### src/rtl/serdes_test_cfg.svh
`ifndef SERDES_TEST_CFG_SVH
`define SERDES_TEST_CFG_SVH

// Serial word and status widths
`define SERDES_WORD_W       8
`define SERDES_ERR_CNT_W    16
`define SERDES_HOLD_W       24

// PRBS-7 reset state, must not be zero
`define SERDES_PRBS_SEED    7'h7F

// Register bus
`define SERDES_ADDR_W       2
`define SERDES_REG_W        32
`define SERDES_ADDR_CTRL    2'd0
`define SERDES_ADDR_HOLD    2'd1
`define SERDES_ADDR_ERRCNT  2'd2

// Error hold length out of reset
`define SERDES_HOLD_RESET   16

`endif
### src/rtl/prbs_word_gen.sv
`include "serdes_test_cfg.svh"

module prbs_word_gen (
    input  logic                        CLK,
    input  logic                        RST,
    output logic                        word_tick,
    output logic [`SERDES_WORD_W-1:0]   prbs_word
);

    localparam int WORD_W  = `SERDES_WORD_W;
    localparam int PHASE_W = $clog2(WORD_W);
    localparam int PRBS_W  = 7;

    logic [PHASE_W-1:0] phase;
    logic [PRBS_W-1:0]  prbs_state;
    logic [PRBS_W-1:0]  prbs_next;

    // ======================================================================
    // Word strobe, stands in for the slow clock
    // ======================================================================

    always_ff @(posedge CLK or posedge RST) begin
        if (RST) begin
            phase <= '0;
        end else if (word_tick) begin
            phase <= '0;
        end else begin
            phase <= phase + 1'b1;
        end
    end

    // Last phase of the word, eighth cycle out of reset
    assign word_tick = (phase == PHASE_W'(WORD_W - 1));

    // ======================================================================
    // PRBS-7, x^7 + x^6 + 1, one word of steps per strobe
    // ======================================================================

    always_comb begin : prbs_unroll
        logic [PRBS_W-1:0] st;
        logic              fb;
        st        = prbs_state;
        fb        = 1'b0;
        prbs_word = '0;
        // First step lands in the LSB
        for (int i = 0; i < WORD_W; i++) begin
            fb           = st[PRBS_W-1] ^ st[PRBS_W-2];
            prbs_word[i] = fb;
            st           = {st[PRBS_W-2:0], fb};
        end
        prbs_next = st;
    end

    // Word held stable until the strobe has been taken
    always_ff @(posedge CLK or posedge RST) begin
        if (RST) begin
            prbs_state <= `SERDES_PRBS_SEED;
        end else if (word_tick) begin
            prbs_state <= prbs_next;
        end
    end

endmodule

### config.mk
export PLATFORM = sky130hd
export DESIGN_NAME = prbs_word_gen
export DESIGN_NICKNAME = d
export VERILOG_FILES = /design/src/rtl/prbs_word_gen.sv
export VERILOG_INCLUDE_DIRS = /design/src /design/src/rtl
export SDC_FILE = /design/constraint.sdc
export NUM_CORES = 1
export LEC_CHECK = 0
export BUFFER_PORTS_ARGS = -buffer_cell sky130_fd_sc_hd__buf_2
export CORE_AREA = 2 2 39 41
export DETAILED_ROUTE_END_ITERATION = 6
export DIE_AREA = 0 0 41 43
export PLACE_DENSITY_LB_ADDON = 0.3
export SYNTH_ARGS = -nofsm -noshare
export SYNTH_HDL_FRONTEND = slang
export SYNTH_SLANG_ARGS = --single-unit
### constraint.sdc
create_clock -name CLK -period 2.31 [get_ports CLK]
set_input_delay 0.462 -clock CLK [delete_from_list [all_inputs] [get_ports CLK]]
set_output_delay 0.462 -clock CLK [all_outputs]
set_load 0.05 [all_outputs]
# Yosys cells after proc, flatten, opt, wreduce, memory -nomap -nowiden
# Index checks and enable logic that the tools add are counted.
[op_classes] addsub=1 eq_ne=1 mux=1 bitwise=8
[op_table] operator="$xor 1x1->1" count=8
[op_table] operator="$add 3x1->3 const B" count=1
[op_table] operator="$eq 3x3->1 const B" count=1
[op_table] operator="$mux 3" count=1
[totals] regBits=10 out_inout_bits=9

# Depth between registers and ports, before layout
[logic_depth] word_depth=2 ltp_mapped=4

# Worst setup path before layout
# No wires, ideal clock.
[synth_path] path_kind="register -> output" start="reg prbs_state[4]" end="out prbs_word[1]" stages_incl_launch_ff=2 setup_slack_ns=0.507 required_time_ns=1.848 arrival_time_ns=1.341 n_path_buf=0 path_cell_list="dfstp_2 -> xor2_1"
[synth_via] elab_chain_len=1
[synth_lines] item="start, declared" line="prbs_word_gen.sv:15" rtl="logic [PRBS_W-1:0] prbs_state;"
[synth_lines] item="start signal, assigned" line="prbs_word_gen.sv:57" rtl="prbs_state <= `SERDES_PRBS_SEED;"
[synth_lines] item="start signal, assigned" line="prbs_word_gen.sv:59" rtl="prbs_state <= prbs_next;"
[synth_lines] item="$xor 1x1->1" line="prbs_word_gen.sv:47" rtl="fb = st[PRBS_W-1] ^ st[PRBS_W-2];"
[synth_lines] item="end, declared" line="prbs_word_gen.sv:7" rtl="output logic [`SERDES_WORD_W-1:0] prbs_word"
# No other way between the ends.

# Worst setup path after layout
[layout_path] start="reg prbs_state[5]" end="out prbs_word[6]"
[layout_via] elab_chain_len=2
[layout_lines] item="$xor 1x1->1 (2 in a row)" line="prbs_word_gen.sv:47"
# No other way between the ends.

==> flow_summary.toml <==
[run_status]
outcome = "finished, final reports clean"

[sta]
finalMaxSlewViolations = 0
setup_tns_ns = 0
skew_ns = 0.00376
fmax_ghz = 0.515
finalHoldViolCount = 0
tightestPinTransition_ns = 0.387
rsz0062_at_grt = "no"
setup_viol = 0
period_share_pct = 84.1
slew_headroom_pct = 74.2
fin_crit_ns = 1.94

[floorplanning]
die_h_um = 43
core_area_um2 = 1380
initial_core_util_pct = 35.5
placementRows = 14
io_pins = 11
dieArea_um2 = 1760
chipWidth_um = 41

[clock_tree]
cts_buffers = 3
htreeDepth = 1
clk_latency_ns = 0.25
ctsRootBufferMaster = "clkbuf_4"
postCtsSetupBuffers = 0
clk_pin_slew_ns = 0.06
tritoncts = "done"
cts_hold_buf = 0
ctsResizeCount = 0
clockBufferDepth = 2
clock_sinks = 10

[drt]
antenna_left = 0
drt_iter0_drc = 1
drt-wirelength-per-cell_um = 11.0
drc = 0
firstDrtPassIters = 2
vias = 278
routed_wl_um = 668
viasPerCell = 4.56

[pwr]
clockPowerShare_pct = 39.9
internal_power_uw = 243
vdd_drop_max_mv = 0.231
finalPower_uw = 299
pwr-share-seq_pct = 58.8
swShare_pct = 18.8
leakage_uw = 0.000337
combPwrFrac_pct = 1.3
power_density_nw_per_um2 = 519
power.net_switching_uw = 56.1

[yosys]
synthTopCellsByArea = "dfstp_2 (37%), dfrtp_1 (15%), mux2_2 (14%), xor2_1 (12%), ha_1 (7.6%)"
yosys-top-cells-count = "dfstp_2 (7), xor2_1 (7), mux2_2 (6), dfrtp_1 (3), ha_1 (3)"
syn_area_per_cell_um2 = 14.9
synth_area_um2 = 492
synth-main-ff-cell = "dfstp_2"
yosys_warnings = 0
synth.distinct_cells = 12
synth_nets = 38
yosysTopAreaCell = "dfstp_2"
synth_top_area_share_pct = 37.4
synth_async_sr_flop_share_pct = 100
ys_seq_area_share_pct = 52.7
synth-edff-count = 0
ys_ff_latch = 10
synthCells = 33

[placed_design]
post_dp_cell_area_um2 = 549
io_buffers = 10
routabilityCongestion = 0.685
hpwlAfterDp_um = 569

[finish]
synthToLayoutAreaGrowth_pct = 17.0
multiInputGateArea_um2 = 216
post-route-cell-area_um2 = 576
diodes = 0
post-route-util_pct = 41.6
fillers = 130
fin_nets = 51
drive_above_1_share_pct = 62.2
regArea_um2 = 259

[worst_setup_path]
cp-start-kind = "flip-flop"
critical_path_arrival_ns = 1.48
rr_startpoint = "phase[0]"
cp_data_required_time_ns = 1.85
crit_type = "flip-flop to primary output"
reg2reg_slack_ns = 0.92
cp-end-kind = "primary output"
worstPathMaxFanout = 4
startpoint = "prbs_state[5]"

[grt]
antenna_found_initial = 0
grt_max_degree = 11
grt_pass1_vias = 283
gr-total-overflow = 0
grtUsageTotal_pct = 9.61
use_met2_pct = 15.6
use_met3_pct = 3.14
use_met1_pct = 9.90
grt_pass1_wl_um = 1120
grt-busiest-layer = "met2"

[job]
cap_viol_max_count = 0

[min_path]
min_path_type = "input pin to async pin"
## sequential cells by signal (all words and copies together) (netlist names)
register and cells:
phase 3, prbs_state 7
## final timing paths
| path | cells past startpoint | end |
|---|---|---|
| min | 2 | phase[2] |
| min in group CLK | 1 | phase[0] |
| max | 2 | prbs_word[6] |
| min reg2reg | 1 | phase[0] |
| max in group asynchronous | 2 | prbs_state[0] |
| max reg2reg | 3 | prbs_state[0] |
## cell families (layout without fill, tap and decap cells)
| logic type | after synthesis | after routing | synth area share (%) |
|---|---|---|---|
| flops | 10 | 10 | 52.7 |
| buf+inv | 3 | 15 | 3.31 |
| simple gates | 2 | 2 | 2.04 |
| fa+ha+maj | 3 | 3 | 7.63 |
| mux | 7 | 7 | 16.8 |
| xor+xnor | 8 | 8 | 17.6 |
## cell usage in the layout, fill, tap and decap left out, types with 3 or more instances in the layout
master,instances
buf_2,10
clkbuf_4,3
dfrtp_1,3
dfstp_2,7
ha_1,3
mux2_2,6
xor2_1,7
## worst max-delay path: stages (launching register included)
cell,delay [ns]
dfstp_2,0.57
xor3_2,0.43
buf_2,0.22
## per-layer routing
metal	part of all wire, %	vias to the layer above	wire (um)
met5	0	-	0
met4	0	0	0
met3	6.4	0	43
met2	53	7	354
met1	40	140	270
li1	-	131	-
## through the flow
stage | hold slack, ns | instances | worst slack (ns)
6_report | 0.165 | 61 | 0.367
5_1_grt | 0.185 | 61 | 0.326
4_1_cts | 0.163 | 61 | 0.352
3_5_place_dp | 0.424 | 57 | 0.640
3_3_place_gp | 0.418 | 57 | 0.653
2_1_floorplan | 0.297 | 33 | 0.507
## power groups by stage
stage	combinational, uW	clock (uW)	sequential, uW
3_3_place_gp	4.04	0	179
5_1_grt	4.76	132	176
2_1_floorplan	2.59	0	179
4_1_cts	4.23	126	176
3_5_place_dp	4.30	0	179
6_report	4.02	119	176
## cell type report
type	count	share of cell area (%)
sequential	10	45.0
multi-input combinational	20	37.6
timing repair buffer	10	8.70
clock buffer	4	4.57
tap	16	3.48
inverter	1	0.652
Power figures use the tool's default switching activity.
